$ cat src/logic/vmem_pkg.sv
// Vector memory stage shared types
`default_nettype none

package vmem_pkg;

  localparam int WORD_W         = 32;
  localparam int BYTES_PER_WORD = WORD_W / 8;
  localparam int OFF_W          = $clog2(BYTES_PER_WORD);  // Byte offset within a word
  localparam int VL_W           = 6;                       // Vector length and element index

  // Element width encoding
  typedef enum logic [1:0] {
    EEW8  = 2'd0,
    EEW16 = 2'd1,
    EEW32 = 2'd2
  } eew_t;

  // One finished element, scheduler to packer
  typedef struct packed {
    logic [VL_W-1:0]   index;
    eew_t              eew;
    logic [OFF_W-1:0]  byte_off;
    logic [WORD_W-1:0] word;      // Raw word as read from RAM
    logic              store;
    logic              exception; // Misaligned, no access made
    logic              last;
  } elem_rec_t;

endpackage

`default_nettype wire

$ cat src/logic/vmem_data_ram.sv
// Byte-enabled data RAM
`default_nettype none

module vmem_data_ram import vmem_pkg::*; #(
  parameter  int RAM_WORDS = 64,
  localparam int AW        = $clog2(RAM_WORDS)
) (
  input  logic                      CLK,
  input  logic                      nRST,
  input  logic                      ren,
  input  logic                      wen,
  input  logic [AW-1:0]             addr,
  input  logic [WORD_W-1:0]         wdata,
  input  logic [BYTES_PER_WORD-1:0] byte_ena,
  output logic [WORD_W-1:0]         rdata,
  output logic                      dhit
);

  logic [WORD_W-1:0] mem [RAM_WORDS];
  logic              wait_cnt;
  logic              req;
  logic              done;

  // Pending access, not yet answered
  assign req  = (ren || wen) && !dhit;
  // Word address bit 2 selects the slow bank
  assign done = req && (wait_cnt == addr[2]);

  always_ff @(posedge CLK, negedge nRST) begin
    if (!nRST) begin
      for (int i = 0; i < RAM_WORDS; i++) begin
        mem[i] <= '0;
      end
      rdata    <= '0;
      dhit     <= 1'b0;
      wait_cnt <= 1'b0;
    end else begin
      dhit <= done;
      if (done) begin
        wait_cnt <= 1'b0;
        rdata    <= mem[addr];
        if (wen) begin
          for (int b = 0; b < BYTES_PER_WORD; b++) begin
            if (byte_ena[b]) begin
              mem[addr][8*b +: 8] <= wdata[8*b +: 8];
            end
          end
        end
      end else if (req) begin
        wait_cnt <= wait_cnt + 1'b1;  // Extra cycle for slow bank
      end
    end
  end

  a_no_rw_overlap: assert property (@(posedge CLK) disable iff (!nRST)
    !(ren && wen));

endmodule

`default_nettype wire

$ cat src/logic/vmem_result_fifo.sv
// Element record FIFO
`default_nettype none

module vmem_result_fifo #(
  parameter  int  FIFO_DEPTH = 4,
  parameter  type rec_t      = logic,
  localparam int  PW         = $clog2(FIFO_DEPTH)
) (
  input  logic CLK,
  input  logic nRST,
  input  logic push,
  input  rec_t din,
  input  logic pop,
  output rec_t head,
  output logic full,
  output logic empty
);

  rec_t          slots [FIFO_DEPTH];
  logic [PW-1:0] wr_ptr;
  logic [PW-1:0] rd_ptr;
  logic [PW:0]   count;    // One extra bit to tell full from empty
  logic          do_push;
  logic          do_pop;

  assign full    = (count == (PW+1)'(FIFO_DEPTH));
  assign empty   = (count == '0);
  assign do_push = push && !full;
  assign do_pop  = pop && !empty;
  assign head    = slots[rd_ptr];  // Show-ahead

  always_ff @(posedge CLK, negedge nRST) begin
    if (!nRST) begin
      wr_ptr <= '0;
      rd_ptr <= '0;
      count  <= '0;
    end else begin
      if (do_push) begin
        wr_ptr <= wr_ptr + 1'b1;
      end
      if (do_pop) begin
        rd_ptr <= rd_ptr + 1'b1;
      end
      case ({do_push, do_pop})
        2'b10:   count <= count + 1'b1;
        2'b01:   count <= count - 1'b1;
        default: count <= count;
      endcase
    end
  end

  always_ff @(posedge CLK) begin
    if (do_push) begin
      slots[wr_ptr] <= din;
    end
  end

  a_no_overflow: assert property (@(posedge CLK) disable iff (!nRST)
    push |-> !full);

  a_no_underflow: assert property (@(posedge CLK) disable iff (!nRST)
    pop |-> !empty);

endmodule

`default_nettype wire

$ cat src/logic/vmem_addr_scheduler.sv
// Strided address scheduler
`default_nettype none

module vmem_addr_scheduler import vmem_pkg::*; #(
  parameter  int RAM_WORDS = 64,
  localparam int AW        = $clog2(RAM_WORDS)
) (
  input  logic                      CLK,
  input  logic                      nRST,
  input  logic                      cmd_req,
  input  logic [WORD_W-1:0]         cmd_base,
  input  logic [WORD_W-1:0]         cmd_stride,
  input  eew_t                      cmd_eew,
  input  logic [VL_W-1:0]           cmd_vl,
  input  logic                      cmd_store,
  input  logic [WORD_W-1:0]         cmd_data,
  input  logic                      dhit,
  input  logic [WORD_W-1:0]         rdata,
  input  logic                      full,
  output logic                      cmd_ack,
  output logic                      ren,
  output logic                      wen,
  output logic [AW-1:0]             addr,
  output logic [WORD_W-1:0]         wdata,
  output logic [BYTES_PER_WORD-1:0] byte_ena,
  output logic                      push,
  output elem_rec_t                 rec
);

  localparam int BA_W = AW + OFF_W;  // Byte address width

  typedef enum logic [1:0] {S_IDLE, S_ISSUE, S_WAIT, S_PUSH} state_t;

  state_t            state;
  logic              accept;
  logic              misalign;
  logic              last;
  logic [VL_W-1:0]   idx;
  logic [BA_W-1:0]   elem_addr;   // Running element byte address
  logic [BA_W-1:0]   stride_q;
  eew_t              eew_q;
  logic [VL_W-1:0]   vl_q;
  logic              store_q;
  logic [WORD_W-1:0] data_q;
  logic [WORD_W-1:0] word_q;
  logic              exc_q;

  assign accept = (state == S_IDLE) && cmd_req && !cmd_ack;
  assign last   = (idx == vl_q - 1'b1);
  assign addr   = elem_addr[BA_W-1:OFF_W];
  assign push   = (state == S_PUSH);

  // Alignment, lane enables and splat data per width
  always_comb begin
    case (eew_q)
      EEW8: begin
        misalign = 1'b0;
        byte_ena = 4'b0001 << elem_addr[OFF_W-1:0];
        wdata    = {4{data_q[7:0]}};
      end
      EEW16: begin
        misalign = elem_addr[0];
        byte_ena = 4'b0011 << elem_addr[OFF_W-1:0];
        wdata    = {2{data_q[15:0]}};
      end
      default: begin
        misalign = |elem_addr[OFF_W-1:0];
        byte_ena = 4'b1111;
        wdata    = data_q;
      end
    endcase
  end

  always_ff @(posedge CLK, negedge nRST) begin
    if (!nRST) begin
      state   <= S_IDLE;
      cmd_ack <= 1'b0;
      ren     <= 1'b0;
      wen     <= 1'b0;
      idx     <= '0;
    end else begin
      if (accept) begin
        cmd_ack <= 1'b1;
      end else if (cmd_ack && !cmd_req) begin
        cmd_ack <= 1'b0;  // Four-phase return to zero
      end
      case (state)
        S_IDLE: begin
          if (accept) begin
            idx   <= '0;
            state <= S_ISSUE;
          end
        end
        S_ISSUE: begin
          if (!full) begin  // Stall here on back-pressure
            if (misalign) begin
              state <= S_PUSH;
            end else begin
              ren   <= !store_q;
              wen   <= store_q;
              state <= S_WAIT;
            end
          end
        end
        S_WAIT: begin
          if (dhit) begin
            ren   <= 1'b0;
            wen   <= 1'b0;
            state <= S_PUSH;
          end
        end
        default: begin
          idx   <= idx + 1'b1;
          state <= last ? S_IDLE : S_ISSUE;
        end
      endcase
    end
  end

  always_ff @(posedge CLK) begin
    if (accept) begin
      elem_addr <= cmd_base[BA_W-1:0];
      stride_q  <= cmd_stride[BA_W-1:0];
      eew_q     <= cmd_eew;
      vl_q      <= cmd_vl;
      store_q   <= cmd_store;
      data_q    <= cmd_data;
    end else if (state == S_PUSH) begin
      elem_addr <= elem_addr + stride_q;  // Wraps at RAM size
    end
    if (state == S_ISSUE && !full) begin
      exc_q  <= misalign;
      word_q <= '0;
    end else if (state == S_WAIT && dhit) begin
      word_q <= rdata;
    end
  end

  assign rec.index     = idx;
  assign rec.eew       = eew_q;
  assign rec.byte_off  = elem_addr[OFF_W-1:0];
  assign rec.word      = word_q;
  assign rec.store     = store_q;
  assign rec.exception = exc_q;
  assign rec.last      = last;

  a_ack_after_req: assert property (@(posedge CLK) disable iff (!nRST)
    $rose(cmd_ack) |-> $past(cmd_req));

  a_no_push_full: assert property (@(posedge CLK) disable iff (!nRST)
    push |-> !full);

endmodule

`default_nettype wire

$ cat src/logic/vmem_writeback_packer.sv
// Writeback element packer
`default_nettype none

module vmem_writeback_packer import vmem_pkg::*; (
  input  logic              CLK,
  input  logic              nRST,
  input  elem_rec_t         head,
  input  logic              empty,
  input  logic              wb_ack,
  output logic              pop,
  output logic              wb_req,
  output logic [VL_W-1:0]   wb_index,
  output logic [WORD_W-1:0] wb_data,
  output logic              wb_store,
  output logic              wb_exception,
  output logic              wb_last
);

  typedef enum logic [1:0] {P_IDLE, P_REQ, P_DROP} pstate_t;

  pstate_t           state;
  logic [WORD_W-1:0] shifted;
  logic [WORD_W-1:0] element;

  assign pop     = (state == P_IDLE) && !empty;
  assign shifted = head.word >> {head.byte_off, 3'b000};

  // Zero-extend at element width
  always_comb begin
    case (head.eew)
      EEW8:    element = WORD_W'(shifted[7:0]);
      EEW16:   element = WORD_W'(shifted[15:0]);
      default: element = shifted;
    endcase
  end

  always_ff @(posedge CLK, negedge nRST) begin
    if (!nRST) begin
      state  <= P_IDLE;
      wb_req <= 1'b0;
    end else begin
      case (state)
        P_IDLE: begin
          if (pop) begin
            wb_req <= 1'b1;
            state  <= P_REQ;
          end
        end
        P_REQ: begin
          if (wb_ack) begin
            wb_req <= 1'b0;
            state  <= P_DROP;
          end
        end
        default: begin
          if (!wb_ack) begin
            state <= P_IDLE;  // Handshake back at rest
          end
        end
      endcase
    end
  end

  always_ff @(posedge CLK) begin
    if (pop) begin
      wb_index     <= head.index;
      wb_data      <= (head.store || head.exception) ? '0 : element;
      wb_store     <= head.store;
      wb_exception <= head.exception;
      wb_last      <= head.last;
    end
  end

  a_req_held: assert property (@(posedge CLK) disable iff (!nRST)
    $fell(wb_req) |-> $past(wb_ack));

endmodule

`default_nettype wire

$ cat src/logic/vmem_top.sv
// Vector load/store memory stage
`default_nettype none

module vmem_top import vmem_pkg::*; #(
  parameter  int RAM_WORDS  = 64,
  parameter  int FIFO_DEPTH = 4,
  localparam int AW         = $clog2(RAM_WORDS)
) (
  input  logic              CLK,
  input  logic              nRST,
  input  logic              cmd_req,
  input  logic [WORD_W-1:0] cmd_base,
  input  logic [WORD_W-1:0] cmd_stride,
  input  eew_t              cmd_eew,
  input  logic [VL_W-1:0]   cmd_vl,
  input  logic              cmd_store,
  input  logic [WORD_W-1:0] cmd_data,
  output logic              cmd_ack,
  input  logic              wb_ack,
  output logic              wb_req,
  output logic [VL_W-1:0]   wb_index,
  output logic [WORD_W-1:0] wb_data,
  output logic              wb_store,
  output logic              wb_exception,
  output logic              wb_last
);

  // RAM link
  logic                      ren;
  logic                      wen;
  logic [AW-1:0]             addr;
  logic [WORD_W-1:0]         wdata;
  logic [BYTES_PER_WORD-1:0] byte_ena;
  logic [WORD_W-1:0]         rdata;
  logic                      dhit;

  // Record path
  logic      push;
  logic      full;
  logic      pop;
  logic      empty;
  elem_rec_t rec;
  elem_rec_t head;

  vmem_addr_scheduler #(
    .RAM_WORDS (RAM_WORDS)
  ) u_sched (
    .CLK        (CLK),
    .nRST       (nRST),
    .cmd_req    (cmd_req),
    .cmd_base   (cmd_base),
    .cmd_stride (cmd_stride),
    .cmd_eew    (cmd_eew),
    .cmd_vl     (cmd_vl),
    .cmd_store  (cmd_store),
    .cmd_data   (cmd_data),
    .dhit       (dhit),
    .rdata      (rdata),
    .full       (full),
    .cmd_ack    (cmd_ack),
    .ren        (ren),
    .wen        (wen),
    .addr       (addr),
    .wdata      (wdata),
    .byte_ena   (byte_ena),
    .push       (push),
    .rec        (rec)
  );

  vmem_data_ram #(
    .RAM_WORDS (RAM_WORDS)
  ) u_ram (
    .CLK      (CLK),
    .nRST     (nRST),
    .ren      (ren),
    .wen      (wen),
    .addr     (addr),
    .wdata    (wdata),
    .byte_ena (byte_ena),
    .rdata    (rdata),
    .dhit     (dhit)
  );

  vmem_result_fifo #(
    .FIFO_DEPTH (FIFO_DEPTH),
    .rec_t      (elem_rec_t)
  ) u_fifo (
    .CLK   (CLK),
    .nRST  (nRST),
    .push  (push),
    .din   (rec),
    .pop   (pop),
    .head  (head),
    .full  (full),
    .empty (empty)
  );

  vmem_writeback_packer u_packer (
    .CLK          (CLK),
    .nRST         (nRST),
    .head         (head),
    .empty        (empty),
    .wb_ack       (wb_ack),
    .pop          (pop),
    .wb_req       (wb_req),
    .wb_index     (wb_index),
    .wb_data      (wb_data),
    .wb_store     (wb_store),
    .wb_exception (wb_exception),
    .wb_last      (wb_last)
  );

endmodule

`default_nettype wire

$ cat config.mk
export PLATFORM = sky130hd
export DESIGN_NAME = vmem_top
export DESIGN_NICKNAME = d
export VERILOG_FILES = /design/src/logic/vmem_pkg.sv /design/src/logic/vmem_data_ram.sv /design/src/logic/vmem_result_fifo.sv /design/src/logic/vmem_addr_scheduler.sv /design/src/logic/vmem_writeback_packer.sv /design/src/logic/vmem_top.sv
export SDC_FILE = /design/constraint.sdc
export NUM_CORES = 2
export LEC_CHECK = 0
export BUFFER_PORTS_ARGS = -buffer_cell sky130_fd_sc_hd__buf_4
export CAP_MARGIN = 20
export CORE_ASPECT_RATIO = 2
export CORE_MARGIN = 4
export CORE_UTILIZATION = 26
export DETAILED_ROUTE_END_ITERATION = 8
export PLACE_DENSITY = 0.39
export SETUP_SLACK_MARGIN = 0.02
export SYNTH_ARGS = -nofsm -noshare
export SYNTH_HDL_FRONTEND = slang
export SYNTH_SLANG_ARGS = --single-unit
$ cat constraint.sdc
create_clock -name CLK -period 4.5 [get_ports CLK]
set_input_delay 0.225 -clock CLK [delete_from_list [all_inputs] [get_ports CLK]]
set_output_delay 0.225 -clock CLK [all_outputs]
set_load 0.1 [all_outputs]
==> run metrics <==
switch share=39.73%; worst setup path startpoint=u_sched.elem_addr[4]; Area growth syn-to-layout=17.76%; GRT met3 Usage=1.855%; clk_lat worst skew=0.99 ns; clk sinks=2,414; number of distinct library cells after synthesis=81; # rows=332; internal power=48.38 mW; clock period minus worst slack=3.789 ns; yosys warns=0; CP required=5.30 ns; Die Y=913.3 um; Net Count, Synth=8,779; GP Congestion=0.8438; Cells after Synth=8,650; Post-CTS Setup Inserts=0; Crit path arrival time=4.59 ns; most frequent cell after synthesis=dfrtp_1; post-route ant nets=0; Hold Vio Cnt, Final=0; CTS root buffer=clkbuf_16; clock slew at reported path FFs=0.07 ns; Tcrit/Tclk final=84.20%; Place WS=0.8064 ns; leakage power=54.79 nW; drt pass-1 iters=6; maximum clock frequency=263.9 MHz; RR Startpoint=u_sched.elem_addr[4]; setup TNS=0 ns; cts repair resizes=0; status=complete, no violations; Nets=9,099; mean post-synth cell area=12.32 um^2; sequential share of power=37.9%; max-cap violation count=0; GR Util met1=22.55%; DRT Wirelength=437.9 mm; vias per cell=5.045; largest net degree at the start of global routing=158; Psw=31.90 mW; first-pass GRT wire length=615.7 mm; Max IR drop VDD=483.4 uV; Startpoint Class=register; M2 GR Usage=38.41%; crit path kind=reg -> reg; final setup violation count=0; worst setup margin=0.7112 ns; htree depth=4; synthesized cell area=106,500 um^2; max_slew headroom=23.68%; Clk pwr share=26.0%; worst min path class=in -> reg; IO Count=152; Yosys reg bits=2,414; Die X=460.6 um; Final Max Tran Viols=0; Async S/R FF share, synth=87.12%; Slew @ Worst Pin=1.144 ns; leading area contributor after synthesis=dfrtp_1; most frequent cells after synthesis=dfrtp_1 (2,103), mux2_2 (1,094), nand2_1 (791); CP Capture Type=register; power per cell area=639.9 nW/um^2; GRT overflow=0; die area=420,700 um^2; CTS Buf Count=233; vias post-DR=73,140; gr busiest metal=met2; maximum root-to-sink buffer count=4; unrepaired setup endpoints after global routing=false; post-synth top area share=49.40%; combinational power share=36.2%; GRT Util Overall=20.50%; Filler cells=41,320; DRC viols=0; initial antenna violation count=28; Seq/Total Area, Yosys=57.86%; leading post-synthesis cells by cell area=dfrtp_1 (49%), mux2_2 (12%), edfxtp_1 (7.9%), mux4_2 (5.3%), o21ai_0 (3.2%); Synth Flop Type=dfrtp_1; clock skew=0.05775 ns; Power Total=80.28 mW; TritonCTS clock tree=built; HP Start=cmd_data[10]; DRT iter0 DRCs=5,538; Port-buffer cells=103; core area=408,300 um^2; Post-synth EDFFs=279; number of global-route vias before repair=76,040; Starting Density=26.09%; share of cells above drive strength 1=28.60%; hpwl dp=305.3 mm; drt wl/cell=30.20 um; crit path max fanout=27
logic make-up after synthesis:
logic type	after synthesis	share of synthesized area, %
xor+xnor	22	0.1809
mux	1703	20.30
fa+ha+maj	20	0.2490
simple gates	1816	7.502
compound gates	1960	10.88
flops	2414	57.86
buf+inv	715	3.021
power groups by stage:
stage | Combinational (mW) | Clock [mW] | Sequential [mW]
final | 29.0 | 20.9 | 30.4
after CTS | 29.4 | 21.5 | 30.4
after global placement | 29.0 | 0 | 30.5
after global routing | 30.4 | 22.2 | 30.9
after detailed placement | 29.3 | 0 | 30.8
after floorplan | 15.1 | 0 | 30.7
flip-flops by register name, summed over array words and instances, names as in the netlist, 3 cells and up:
| name | count |
|---|---|
| u_fifo.slots | 180 |
| u_sched.vl_q | 6 |
| u_sched.word_q | 32 |
| u_packer.wb_data | 32 |
| u_fifo.count | 3 |
| u_sched.idx | 6 |
| u_sched.stride_q | 8 |
| u_sched.data_q | 32 |
| u_ram.rdata | 32 |
| u_packer.wb_index | 6 |
| u_sched.elem_addr | 8 |
| u_ram.mem | 2048 |
per-layer routing:
| metal | wire length [um] | up-vias |
|---|---|---|
| met5 | 41 | - |
| met4 | 28930 | 6 |
| met3 | 13800 | 717 |
| met2 | 234800 | 1826 |
| met1 | 160300 | 38760 |
| li1 | - | 31820 |
cell usage in the layout (no fill, tap or decap), types with 16 or more instances in the layout:
cell type,instances
o2bb2ai_1,23
buf_12,72
clkbuf_16,240
o22ai_1,88
clkinv_2,36
a221oi_1,110
buf_4,598
dfrtp_1,2101
nand2_1,789
mux4_2,249
dfxtp_1,32
inv_1,18
mux2_1,42
o21ai_0,678
a22o_1,31
bufinv_16,22
a22oi_1,127
mux2_2,1094
a211oi_1,34
dlygate4sd3_1,105
clkbuf_1,45
a221o_1,26
nand3_1,94
clkbuf_8,43
nor2_2,98
ha_1,18
mux2i_1,299
nor2_1,653
nor2_4,67
a31oi_1,31
a21oi_1,677
edfxtp_1,279
mux2i_4,16
critical path, stage by stage (launching register included):
cell      delay [ns]
edfxtp_1        0.47
buf_12          0.31
buf_4           0.28
or2_2           0.40
buf_4           0.43
o22ai_1         0.17
a21oi_1         0.15
a21oi_1         0.19
nor4_1          0.86
a41oi_1         0.22
repair_timing:
| action | 4_1_cts | 5_1_grt |
|---|---|---|
| endpoints found under the setup margin | 0 | 0 |
| hold endpoints to repair | 1308 | 0 |
| hold buffers | 106 | 0 |
metrics by stage:
step	utilization [%]	area (um^2)	hold WS, ns	instances
finish	30.72	125500	0.03875	14500
global route	30.72	125400	0.03436	14490
CTS	30.72	125400	0.003772	14490
detailed placement	28.54	116600	0.1622	13970
global placement	28.54	116600	0.1590	13970
floorplan	-	106500	-0.07059	8650
area by class of cell:
type | instances | area [um^2] | share of cell area (%)
clock buffer | 329 | 6774 | 5.400
inverter | 23 | 96.34 | 0.07680
antenna | 7 | 17.52 | 0.01396
sequential | 2414 | 61650 | 49.14
timing repair buffer | 777 | 7037 | 5.609
tap | 5344 | 6686 | 5.330
multi-input combinational | 5521 | 42160 | 33.61
clock inverter | 83 | 1027 | 0.8188
path summary, 6_finish.rpt:
check / endpoint / slack, ns / cells past startpoint
max: u_ram.rdata[4] / 0.71 / 9
min: u_sched.data_q[10] / 0.04 / 2
max reg2reg: u_ram.rdata[4] / 0.71 / 9
min reg2reg: u_ram.mem[461] / 0.47 / 2
max in group asynchronous: u_ram.mem[939] / 3.12 / 4
min in group asynchronous: u_ram.mem[1015] / 0.11 / 3
No activity file was read; power rests on OpenSTA's default activity.
